## config.mk

```make
export PLATFORM = sky130hd
export DESIGN_NAME = emu_ctrl_top
export DESIGN_NICKNAME = d
export VERILOG_FILES = /design/src/logic/emu_bus_pkg.sv /design/src/logic/emu_csr_pkg.sv /design/src/logic/csr_write_port.sv /design/src/logic/csr_read_port.sv /design/src/logic/emu_run_ctrl.sv /design/src/logic/emu_cycle_counter.sv /design/src/logic/emu_csr_file.sv /design/src/logic/emu_ctrl_top.sv
export SDC_FILE = /design/constraint.sdc
export NUM_CORES = 1
export LEC_CHECK = 0
export BUFFER_PORTS_ARGS = -buffer_cell sky130_fd_sc_hd__buf_2
export CORE_UTILIZATION = 41
export DETAILED_ROUTE_END_ITERATION = 7
export PLACE_DENSITY = 0.67
export SYNTH_ARGS = -nofsm -noshare
export SYNTH_HDL_FRONTEND = slang
export SYNTH_SLANG_ARGS = --single-unit
```

## constraint.sdc

```tcl
create_clock -name clk -period 3.3 [get_ports clk]
set_input_delay 0.495 -clock clk [delete_from_list [all_inputs] [get_ports clk]]
set_output_delay 0.495 -clock clk [all_outputs]
set_load 0.02 [all_outputs]
```

## src/logic/emu_bus_pkg.sv

```systemverilog
`default_nettype none

package emu_bus_pkg;

    // Register bus geometry
    localparam int CSR_ADDR_W = 12;
    localparam int CSR_DATA_W = 32;
    localparam int CSR_STRB_W = 4;

    // Write and read response codes
    localparam logic [1:0] RESP_OKAY   = 2'b00;
    localparam logic [1:0] RESP_SLVERR = 2'b10;

    // Host side of the register bus
    typedef struct packed {
        logic                  awvalid;
        logic [CSR_ADDR_W-1:0] awaddr;
        logic                  wvalid;
        logic [CSR_DATA_W-1:0] wdata;
        logic [CSR_STRB_W-1:0] wstrb;
        logic                  bready;
        logic                  arvalid;
        logic [CSR_ADDR_W-1:0] araddr;
        logic                  rready;
    } axil_req_t;

    // Slave side of the register bus
    typedef struct packed {
        logic                  awready;
        logic                  wready;
        logic                  bvalid;
        logic [1:0]            bresp;
        logic                  arready;
        logic                  rvalid;
        logic [1:0]            rresp;
        logic [CSR_DATA_W-1:0] rdata;
    } axil_rsp_t;

    // One accepted register write, valid for a single cycle
    typedef struct packed {
        logic                  valid;
        logic [CSR_ADDR_W-1:0] addr;
        logic [CSR_DATA_W-1:0] data;
    } csr_wr_t;

endpackage

`default_nettype wire

```

## src/logic/emu_csr_pkg.sv

```systemverilog
`default_nettype none

package emu_csr_pkg;

    // Register map
    localparam logic [emu_bus_pkg::CSR_ADDR_W-1:0] REG_STAT      = 'h000;
    localparam logic [emu_bus_pkg::CSR_ADDR_W-1:0] REG_TRIG_STAT = 'h004;
    localparam logic [emu_bus_pkg::CSR_ADDR_W-1:0] REG_CYCLE_LO  = 'h008;
    localparam logic [emu_bus_pkg::CSR_ADDR_W-1:0] REG_CYCLE_HI  = 'h00C;
    localparam logic [emu_bus_pkg::CSR_ADDR_W-1:0] REG_STEP      = 'h010;

    // STAT bit positions, bit 31 is read only
    localparam int STAT_PAUSE_BIT     = 0;
    localparam int STAT_DUT_RESET_BIT = 1;
    localparam int STAT_STEP_TRIG_BIT = 31;

    // Design comes up held: paused and in reset
    localparam logic RST_PAUSE     = 1'b1;
    localparam logic RST_DUT_RESET = 1'b1;

    localparam int TRIG_W = 32;

    typedef struct packed {
        logic [31:0] hi;
        logic [31:0] lo;
    } cycle_halves_t;

    // Counter as one count, or as the two register halves
    typedef union packed {
        logic [63:0]   count;
        cycle_halves_t half;
    } emu_cycle_u;

endpackage

`default_nettype wire

```

## src/logic/csr_write_port.sv

```systemverilog
`timescale 1ns/1ps
`default_nettype none

module csr_write_port (
    input  logic                                 clk,
    input  logic                                 rst,
    input  logic                                 awvalid,
    input  logic [emu_bus_pkg::CSR_ADDR_W-1:0]   awaddr,
    input  logic                                 wvalid,
    input  logic [emu_bus_pkg::CSR_DATA_W-1:0]   wdata,
    input  logic [emu_bus_pkg::CSR_STRB_W-1:0]   wstrb,
    input  logic                                 bready,
    output logic                                 awready,
    output logic                                 wready,
    output logic                                 bvalid,
    output logic [1:0]                           bresp,
    output emu_bus_pkg::csr_wr_t                 wr
);
    import emu_bus_pkg::*;

    logic [CSR_ADDR_W-1:0] addr_q;
    logic [CSR_DATA_W-1:0] data_q;
    logic                  addr_held;
    logic                  data_held;
    logic                  strb_err;
    logic                  resp_pend;
    logic                  resp_err;
    logic                  both_held;

    assign both_held = addr_held && data_held;

    always_ff @(posedge clk) begin
        if (awvalid && awready) begin
            addr_q <= awaddr;
        end
        if (wvalid && wready) begin
            data_q <= wdata;
        end
    end

    always_ff @(posedge clk) begin
        if (rst) begin
            addr_held <= 1'b0;
            data_held <= 1'b0;
            strb_err  <= 1'b0;
            resp_pend <= 1'b0;
            resp_err  <= 1'b0;
        end else begin
            if (awvalid && awready) begin
                addr_held <= 1'b1;
            end
            if (wvalid && wready) begin
                data_held <= 1'b1;
                strb_err  <= (wstrb != '1);
            end
            if (bvalid && bready) begin
                resp_pend <= 1'b0;
            end
            // Pair complete, the write lands at this edge
            if (both_held) begin
                addr_held <= 1'b0;
                data_held <= 1'b0;
                resp_pend <= 1'b1;
                resp_err  <= strb_err;
            end
        end
    end

    assign awready = !addr_held && !resp_pend;
    assign wready  = !data_held;
    assign bvalid  = resp_pend;
    // Separate copy so a new data beat cannot disturb a pending response
    assign bresp   = resp_err ? RESP_SLVERR : RESP_OKAY;

    assign wr = '{valid: both_held && !strb_err, addr: addr_q, data: data_q};

endmodule

`default_nettype wire

```

## src/logic/csr_read_port.sv

```systemverilog
`timescale 1ns/1ps
`default_nettype none

module csr_read_port (
    input  logic                                 clk,
    input  logic                                 rst,
    input  logic                                 arvalid,
    input  logic [emu_bus_pkg::CSR_ADDR_W-1:0]   araddr,
    input  logic                                 rready,
    input  logic [emu_bus_pkg::CSR_DATA_W-1:0]   rd_data,
    output logic                                 arready,
    output logic                                 rvalid,
    output logic [emu_bus_pkg::CSR_DATA_W-1:0]   rdata,
    output logic [1:0]                           rresp,
    output logic [emu_bus_pkg::CSR_ADDR_W-1:0]   rd_addr
);
    import emu_bus_pkg::*;

    logic addr_held;
    logic data_held;

    always_ff @(posedge clk) begin
        if (arvalid && arready) begin
            rd_addr <= araddr;
        end
        // Sample the register one edge after the address is taken
        if (addr_held && !data_held) begin
            rdata <= rd_data;
        end
    end

    always_ff @(posedge clk) begin
        if (rst) begin
            addr_held <= 1'b0;
            data_held <= 1'b0;
        end else begin
            if (arvalid && arready) begin
                addr_held <= 1'b1;
            end
            if (addr_held && !data_held) begin
                data_held <= 1'b1;
            end
            if (rvalid && rready) begin
                addr_held <= 1'b0;
                data_held <= 1'b0;
            end
        end
    end

    // Only one read in flight
    assign arready = !addr_held;
    assign rvalid  = data_held;
    assign rresp   = RESP_OKAY;

endmodule

`default_nettype wire

```

## src/logic/emu_run_ctrl.sv

```systemverilog
`timescale 1ns/1ps
`default_nettype none

module emu_run_ctrl (
    input  logic                                 clk,
    input  logic                                 rst,
    input  logic                                 stat_we,
    input  logic                                 step_we,
    input  logic [emu_bus_pkg::CSR_DATA_W-1:0]   wdata,
    input  logic [emu_csr_pkg::TRIG_W-1:0]       dut_trig,
    output logic                                 paused,
    output logic                                 dut_reset,
    output logic                                 step_trig,
    output logic [emu_csr_pkg::TRIG_W-1:0]       trig_stat,
    output logic [emu_bus_pkg::CSR_DATA_W-1:0]   step
);
    import emu_bus_pkg::*;
    import emu_csr_pkg::*;

    logic [CSR_DATA_W-1:0] step_next;
    logic                  step_hit;
    logic                  trigger;

    // Countdown only advances while the design runs
    always_comb begin
        if (paused) begin
            step_next = step;
        end else if (step != '0) begin
            step_next = step - 1'b1;
        end else begin
            step_next = '0;
        end
    end

    // Step reaches zero from 1 on this cycle
    assign step_hit = (step != '0) && (step_next == '0);
    assign trigger  = step_hit || (|dut_trig);

    always_ff @(posedge clk) begin
        if (rst) begin
            paused    <= RST_PAUSE;
            dut_reset <= RST_DUT_RESET;
            step_trig <= 1'b0;
            trig_stat <= '0;
        end else if (trigger) begin
            // Trigger wins over a STAT write in the same cycle
            paused    <= 1'b1;
            step_trig <= step_hit;
            trig_stat <= dut_trig;
        end else if (stat_we) begin
            paused    <= wdata[STAT_PAUSE_BIT];
            dut_reset <= wdata[STAT_DUT_RESET_BIT];
        end
    end

    always_ff @(posedge clk) begin
        if (rst) begin
            step <= '0;
        end else if (step_we) begin
            step <= wdata;
        end else begin
            step <= step_next;
        end
    end

endmodule

`default_nettype wire

```

## src/logic/emu_cycle_counter.sv

```systemverilog
`timescale 1ns/1ps
`default_nettype none

module emu_cycle_counter (
    input  logic                                 clk,
    input  logic                                 rst,
    input  logic                                 paused,
    input  logic                                 lo_we,
    input  logic                                 hi_we,
    input  logic [emu_bus_pkg::CSR_DATA_W-1:0]   wdata,
    output emu_csr_pkg::emu_cycle_u              cycle
);

    always_ff @(posedge clk) begin
        if (rst) begin
            cycle.count <= '0;
        end else if (!paused) begin
            cycle.count <= cycle.count + 64'd1;
        end else begin
            // Presets are ignored while running
            if (lo_we) begin
                cycle.half.lo <= wdata;
            end
            if (hi_we) begin
                cycle.half.hi <= wdata;
            end
        end
    end

endmodule

`default_nettype wire

```

## src/logic/emu_csr_file.sv

```systemverilog
`timescale 1ns/1ps
`default_nettype none

module emu_csr_file (
    input  logic                                 clk,
    input  logic                                 rst,
    input  emu_bus_pkg::csr_wr_t                 wr,
    input  logic [emu_bus_pkg::CSR_ADDR_W-1:0]   rd_addr,
    input  logic [emu_csr_pkg::TRIG_W-1:0]       dut_trig,
    output logic [emu_bus_pkg::CSR_DATA_W-1:0]   rd_data,
    output logic                                 dut_pause,
    output logic                                 dut_reset
);
    import emu_bus_pkg::*;
    import emu_csr_pkg::*;

    logic                  stat_we;
    logic                  step_we;
    logic                  lo_we;
    logic                  hi_we;
    logic                  paused;
    logic                  step_trig;
    logic [TRIG_W-1:0]     trig_stat;
    logic [CSR_DATA_W-1:0] step;
    logic [CSR_DATA_W-1:0] stat_word;
    emu_cycle_u            cycle;

    // Per-register write strobes
    assign stat_we = wr.valid && (wr.addr == REG_STAT);
    assign step_we = wr.valid && (wr.addr == REG_STEP);
    assign lo_we   = wr.valid && (wr.addr == REG_CYCLE_LO);
    assign hi_we   = wr.valid && (wr.addr == REG_CYCLE_HI);

    emu_run_ctrl u_run_ctrl (
        .clk       (clk),
        .rst       (rst),
        .stat_we   (stat_we),
        .step_we   (step_we),
        .wdata     (wr.data),
        .dut_trig  (dut_trig),
        .paused    (paused),
        .dut_reset (dut_reset),
        .step_trig (step_trig),
        .trig_stat (trig_stat),
        .step      (step)
    );

    emu_cycle_counter u_cycle_counter (
        .clk    (clk),
        .rst    (rst),
        .paused (paused),
        .lo_we  (lo_we),
        .hi_we  (hi_we),
        .wdata  (wr.data),
        .cycle  (cycle)
    );

    always_comb begin
        stat_word                     = '0;
        stat_word[STAT_PAUSE_BIT]     = paused;
        stat_word[STAT_DUT_RESET_BIT] = dut_reset;
        stat_word[STAT_STEP_TRIG_BIT] = step_trig;
    end

    // Unmapped offsets read as zero
    always_comb begin
        case (rd_addr)
            REG_STAT:      rd_data = stat_word;
            REG_TRIG_STAT: rd_data = trig_stat;
            REG_CYCLE_LO:  rd_data = cycle.half.lo;
            REG_CYCLE_HI:  rd_data = cycle.half.hi;
            REG_STEP:      rd_data = step;
            default:       rd_data = '0;
        endcase
    end

    assign dut_pause = paused;

endmodule

`default_nettype wire

```

## src/logic/emu_ctrl_top.sv

```systemverilog
`timescale 1ns/1ps
`default_nettype none

module emu_ctrl_top (
    input  logic                             clk,
    input  logic                             rst,
    input  emu_bus_pkg::axil_req_t           bus_req,
    output emu_bus_pkg::axil_rsp_t           bus_rsp,
    input  logic [emu_csr_pkg::TRIG_W-1:0]   dut_trig,
    output logic                             dut_pause,
    output logic                             dut_reset
);
    import emu_bus_pkg::*;

    csr_wr_t               wr;
    logic [CSR_ADDR_W-1:0] rd_addr;
    logic [CSR_DATA_W-1:0] rd_data;

    csr_write_port u_write_port (
        .clk     (clk),
        .rst     (rst),
        .awvalid (bus_req.awvalid),
        .awaddr  (bus_req.awaddr),
        .wvalid  (bus_req.wvalid),
        .wdata   (bus_req.wdata),
        .wstrb   (bus_req.wstrb),
        .bready  (bus_req.bready),
        .awready (bus_rsp.awready),
        .wready  (bus_rsp.wready),
        .bvalid  (bus_rsp.bvalid),
        .bresp   (bus_rsp.bresp),
        .wr      (wr)
    );

    csr_read_port u_read_port (
        .clk     (clk),
        .rst     (rst),
        .arvalid (bus_req.arvalid),
        .araddr  (bus_req.araddr),
        .rready  (bus_req.rready),
        .rd_data (rd_data),
        .arready (bus_rsp.arready),
        .rvalid  (bus_rsp.rvalid),
        .rdata   (bus_rsp.rdata),
        .rresp   (bus_rsp.rresp),
        .rd_addr (rd_addr)
    );

    emu_csr_file u_csr_file (
        .clk       (clk),
        .rst       (rst),
        .wr        (wr),
        .rd_addr   (rd_addr),
        .dut_trig  (dut_trig),
        .rd_data   (rd_data),
        .dut_pause (dut_pause),
        .dut_reset (dut_reset)
    );

endmodule

`default_nettype wire

```

=== Yosys cells after proc, flatten, opt, wreduce, memory -nomap -nowiden ===
Cells that the tools add are included.

* Flip-flop bits (word level): 226
* Bits of input ports: 99
* Output and inout port bits: 43
* Logic and storage cells: 72

* Equality and inequality tests: 10
* Muxes and demuxes: 10
* Bitwise operators: 1
* Reduce and logical (&&, ||, !) cells: 31
* Add/subtract/negate cells: 2

{| class="wikitable"
|+ Operators with widths
! kind !! number
|-
| $mux 32 || 5
|-
| $pmux 32 s5 || 1
|-
| $add 64x1->64 const B || 1
|-
| $mux 64 || 1
|-
| $eq 12x4->1 const B || 4
|-
| $logic_not 32->1 || 1
|-
| $reduce_bool 32->1 || 1
|-
| $reduce_or 32->1 || 1
|-
| $sub 32x1->32 const B || 1
|-
| $eq 12x5->1 const B || 2
|-
| $logic_not 12->1 || 2
|-
| $logic_and 1x1->1 || 14
|-
| $eq 12x3->1 const B || 1
|-
| $logic_not 1->1 || 6
|-
| $reduce_or 2->1 || 3
|-
| $ne 2x1->1 const B || 2
|-
| $ne 4x4->1 const B || 1
|-
| $mux 1 || 2
|-
| $mux 2 || 1
|-
| $reduce_and 2->1 || 1
|-
| $reduce_bool 2->1 || 1
|-
| $logic_or 1x1->1 || 1
|-
| $not 1->1 || 1
|}

=== Longest topological paths before layout ===
* Word-level depth: 8
* Depth in mapped cells: 13
* Depth with buffers taken out: 10

=== Hierarchy ===
Synthesis repeated with hierarchy kept, for this count alone.

* Cells, all modules: 1172
* Area, all modules: 11582.4 um2

{| class="wikitable"
|+ By module, submodules not included
! module !! cells an instance !! instances !! area an instance (um2) !! sequential area each (um2)
|-
| emu_cycle_counter || 517 || 1 || 3973.8 || 1281.2
|-
| emu_run_ctrl || 390 || 1 || 3473.3 || 1341.3
|-
| csr_write_port || 72 || 1 || 1556.5 || 1421.4
|-
| csr_read_port || 55 || 1 || 1417.6 || 1361.3
|-
| emu_csr_file || 138 || 1 || 1161.1 || 0.0
|}

=== Worst setup path before layout ===
OpenSTA, ideal clock, no wires.

* Path type: flip-flop to flip-flop
* Start point: reg u_csr_file.u_run_ctrl.paused
* End point: reg u_csr_file.u_run_ctrl.trig_stat[10] (netlist bit)
* Arrival time: 2.885 ns
* Path slack: 0.298 ns
* Required time: 3.183 ns
* Library setup time: 0.117 ns
* Path buffers: 2
* Stages on the path, launching flop included: 11
* Period minus slack after synthesis: 3.002 ns
* Cells stage by stage: dfxtp_1 > nor4_2 > clkbuf_1 > nand3_1 > nor4_1 > xnor2_1 > nand4_1 > or3_1 > a31o_4 > buf_6 > a22o_1

* Cells in the longest elaborated chain, start to end: 4

{| class="wikitable"
|+ Ends and longest elaborated chain
! item !! line !! source
|-
| from (decl) || emu_run_ctrl.sv:11 || <nowiki>output logic paused,</nowiki>
|-
| from (signal assigned) || emu_run_ctrl.sv:51 || <nowiki>paused <= wdata[STAT_PAUSE_BIT];</nowiki>
|-
| $mux 32 || emu_run_ctrl.sv:26 || <nowiki>if (paused) begin</nowiki>
|-
| $logic_not 32->1 || emu_run_ctrl.sv:36 || <nowiki>assign step_hit = (step != '0) && (step_next == '0);</nowiki>
|-
| $logic_and 1x1->1 || emu_run_ctrl.sv:36 ||
|-
| $logic_or 1x1->1 || emu_run_ctrl.sv:37 || <nowiki>assign trigger = step_hit || (|dut_trig);</nowiki>
|-
| to (signal assigned) || emu_run_ctrl.sv:49 || <nowiki>trig_stat <= dut_trig;</nowiki>
|-
| to (decl) || emu_run_ctrl.sv:14 || <nowiki>output logic [emu_csr_pkg::TRIG_W-1:0] trig_stat,</nowiki>
|}

No other way between the ends.
A chain may end at the register's enable or synchronous reset.

=== Worst setup path after layout ===
* Start point: reg u_csr_file.u_run_ctrl.paused
* End point: reg u_csr_file.u_run_ctrl.trig_stat[31] (netlist bit)

The elaborated chain is that of the path after synthesis.

==> results.sh <==
export IMPL_pre_cts_ws_ns=0.0510
export IMPL_swShare_pct=22.6
export IMPL_finalWeightedCongestion=0.965
export IMPL_drc_errors=0
export IMPL_cts_clk_slew_worst_paths_ns=0.07
export IMPL_seqPwrFrac_pct=50.7
export IMPL_hp_start="bus_req[42]"
export IMPL_slew_headroom_pct=27.1
export IMPL_fin_cells=1660
export IMPL_yosysTopAreaCell="dfxtp_1"
export IMPL_hold_class="input port to flip-flop"
export IMPL_drive_gt1_share_pct=20.3
export IMPL_rsz0062_at_grt="no"
export IMPL_dp_final_hpwl_um=24900
export IMPL_dieArea_um2=27800
export IMPL_dp_cells=1613
export IMPL_vias_per_cell=5.90
export IMPL_area_growth_pct=19.1
export IMPL_drt_initial_drc_count=813
export IMPL_r2r_end="u_csr_file.u_run_ctrl.trig_stat[31]"
export IMPL_leakagePower_nw=5.01
export IMPL_ys_types=58
export IMPL_grt_pass1_wl_um=54100
export IMPL_synth_edf_count=88
export IMPL_core_area_um2=26400
export IMPL_finalWorstSetupSlack_ns=0.197
export IMPL_holdPathEnd="u_write_port.data_q[23]"
export IMPL_netlist_area_um2=11100
export IMPL_place_area_um2=12400
export IMPL_n_antenna_cell=0
export IMPL_skew_ns=0.0272
export IMPL_htreeDepth=1
export IMPL_syn_area_per_cell_um2=9.57
export IMPL_finalPower_mw=6.09
export IMPL_finalCritPeriodShare_pct=94.0
export IMPL_grt_pass1_vias=9377
export IMPL_overflow=0
export IMPL_fmax_mhz=322
export IMPL_clkPwrFrac_pct=45.2
export IMPL_cts_made_buffers=25
export IMPL_rows=59
export IMPL_yosys_warnings=0
export IMPL_ir_worst_vdd_uv=357
export IMPL_cp_required_ns=3.73
export IMPL_cts_sinks=226
export IMPL_finalSetupTns_ns=0
export IMPL_cts_setup_buffers=0
export IMPL_fin_hold_ws_ns=0.124
export IMPL_drv_slew=0
export IMPL_cts_root_buffer="clkbuf_16"
export IMPL_via_count=9799
export IMPL_ctsHoldBuffers=0
export IMPL_post_drt_wl_per_cell_um=21.6
export IMPL_hold_depth=1
export IMPL_worst_pin_slew_ns=1.09
export IMPL_fin_nets=1407
export IMPL_cp_data_arrival_time_ns=3.53
export IMPL_io_buffer_count=138
export IMPL_fin_crit_ns=3.10
export IMPL_async_reset_ff_share_pct=0
export IMPL_cts_tree="yes"
export IMPL_antenna_found_initial=0
export IMPL_r2r_slack_ns=0.20
export IMPL_fin_area_um2=13300
export IMPL_synth_seq_area_share_pct=48.6
export IMPL_r2r_cells=9
export IMPL_critPathLaunch="u_csr_file.u_run_ctrl.paused"
export IMPL_critical_path_class="flip-flop to flip-flop"
export IMPL_synth_area_top_cells="dfxtp_1 (25%), edfxtp_1 (24%), xnor2_1 (4.6%)"
export IMPL_ctsResizeCount=0
export IMPL_netlist_instances=1163
export IMPL_grt_usage_pct=25.1
export IMPL_power_density_nw_per_um2=459
export IMPL_p_switching_mw=1.38
export IMPL_pin_count=142
export IMPL_die_h_um=167
export IMPL_outcome="finished clean"
export IMPL_end_kind="flip-flop"
export IMPL_comb_power_share_pct=4.0
export IMPL_ant_nets=0
export IMPL_start_util_pct=42.2
export IMPL_grt_start_max_net_pins=142
export IMPL_synth_flop_cell="dfxtp_1"
export IMPL_internal_power_mw=4.71
export IMPL_cts_path_max_buffers=3
export IMPL_final_util_pct=50.3
export IMPL_hold_viol_final=0
export IMPL_drt_pre_antenna_iters=5
export IMPL_dieWidth_um=167
export IMPL_finalSetupViolCount=0
export IMPL_critPathMaxFanout=32
export IMPL_synth_top_area_share_pct=24.8
export IMPL_cap_violations=0
export IMPL_rr_startpoint="u_csr_file.u_run_ctrl.paused"
export IMPL_ys_seq_elements=226
export IMPL_clock_latency_ns=0.54
export IMPL_crit_path_start_kind="flip-flop"
export IMPL_wl_um=35800
worst max-delay path: stages, from the launching register on:
cell	delay [ns]
dfxtp_4	0.38
nor4_4	0.47
nand4_1	0.25
o31a_1	0.32
nor4_1	0.32
buf_4	0.18
nand4_1	0.11
or3_1	0.36
a31o_4	0.38
a22o_2	0.24
cell families after synthesis:
kind of cell	after synthesis	share of synthesized area, %
adder cells (fa/ha/maj)	2	0.225
AND/OR/NAND/NOR	482	21.2
XOR/XNOR	79	6.22
AO/OA/AOI/OAI	231	16.4
multiplexers	35	3.16
buffers and inverters	107	4.26
flip-flops	226	48.6
other	1	0.0337
power groups by stage:
| stage | Clock [mW] | Sequential [mW] | Combinational [mW] |
|---|---|---|---|
| after floorplan | 0 | 3.13 | 0.108 |
| after global placement | 0 | 3.14 | 0.244 |
| after detailed placement | 0 | 3.14 | 0.247 |
| after CTS | 2.80 | 3.09 | 0.248 |
| after global routing | 2.90 | 3.09 | 0.266 |
| final | 2.75 | 3.09 | 0.245 |
layer usage:
| metal | GRT usage (%) | vias to the layer above | wire length [um] |
|---|---|---|---|
| met2 | 40.6 | 381 | 16400 |
| li1 | - | 4614 | - |
| met4 | 10.3 | 0 | 1330 |
| met3 | 4.04 | 73 | 2480 |
| met5 | 0 | - | 0 |
| met1 | 33.4 | 4731 | 15600 |
Yosys cell counts, types with 5 or more instances:
| cell type | number |
|---|---|
| a211oi_1 | 34 |
| a21oi_1 | 42 |
| a221o_1 | 25 |
| a222oi_1 | 7 |
| a22o_1 | 51 |
| a311oi_1 | 31 |
| and2_1 | 13 |
| and3_1 | 13 |
| and4_1 | 8 |
| buf_4 | 10 |
| clkbuf_1 | 70 |
| dfxtp_1 | 138 |
| edfxtp_1 | 88 |
| inv_1 | 15 |
| mux2i_1 | 34 |
| nand2_1 | 130 |
| nand2b_1 | 10 |
| nand3_1 | 44 |
| nand4_1 | 35 |
| nor2_1 | 129 |
| nor3_1 | 36 |
| nor4_1 | 30 |
| o21a_1 | 5 |
| o21ai_0 | 10 |
| o31a_1 | 5 |
| or2_2 | 5 |
| or3_1 | 6 |
| or4_1 | 5 |
| xnor2_1 | 59 |
| xor2_1 | 20 |
final cells by class:
class	instances	area, um^2
Clock buffer	40	742
Clock inverter	6	62.6
Fill cell	2459	13100
Inverter	16	60.1
Multi-Input combinational cell	832	5310
Sequential cell	226	5410
Tap cell	335	419
Timing Repair Buffer	205	1260
worst max-delay path by stage:
stage                                     endpoint  slack, ns
2_1_floorplan  u_csr_file.u_run_ctrl.trig_stat[10]       0.30
3_3_place_gp   u_csr_file.u_run_ctrl.trig_stat[31]       0.07
3_5_place_dp   u_csr_file.u_run_ctrl.trig_stat[31]       0.05
4_1_cts         u_csr_file.u_run_ctrl.trig_stat[0]       0.05
5_1_grt        u_csr_file.u_run_ctrl.trig_stat[16]       0.04
6_report       u_csr_file.u_run_ctrl.trig_stat[31]       0.20
placed cells by master (no fill, tap or decap), drive strengths merged, types with 3 or more instances in the layout:
cell type | Yosys | final
o21a | 5 | 5
xor2 | 20 | 20
dfxtp | 138 | 138
clkinv | 1 | 3
conb | 1 | 3
edfxtp | 88 | 88
inv | 15 | 17
a222oi | 7 | 7
a211oi | 34 | 34
a21oi | 42 | 42
and4 | 8 | 8
mux2i | 34 | 34
a31oi | 4 | 4
nand3 | 44 | 44
xnor2 | 59 | 59
o21ai | 10 | 10
or4 | 5 | 5
nor4b | 3 | 3
nor2b | 3 | 3
nand4 | 36 | 36
clkbuf | 70 | 41
o31a | 5 | 5
a221o | 25 | 25
nand2 | 130 | 130
or3 | 8 | 8
buf | 21 | 204
a311oi | 31 | 31
and3 | 13 | 13
or2 | 5 | 5
nand2b | 10 | 10
nor2 | 129 | 129
nor4 | 33 | 33
a22o | 54 | 54
nor3 | 36 | 36
and2 | 13 | 13
nand3b | 4 | 4
flip-flops by register name, indices dropped and copies added, names as in the netlist, 12 cells and up:
register and count:
u_read_port.rd_addr 12, u_write_port.data_q 32, u_write_port.addr_q 12, u_csr_file.u_run_ctrl.trig_stat 32
u_read_port.rdata 32, u_csr_file.u_run_ctrl.step 32, u_csr_file.u_cycle_counter.cycle 64
No activity file was read; power rests on OpenSTA's default activity.
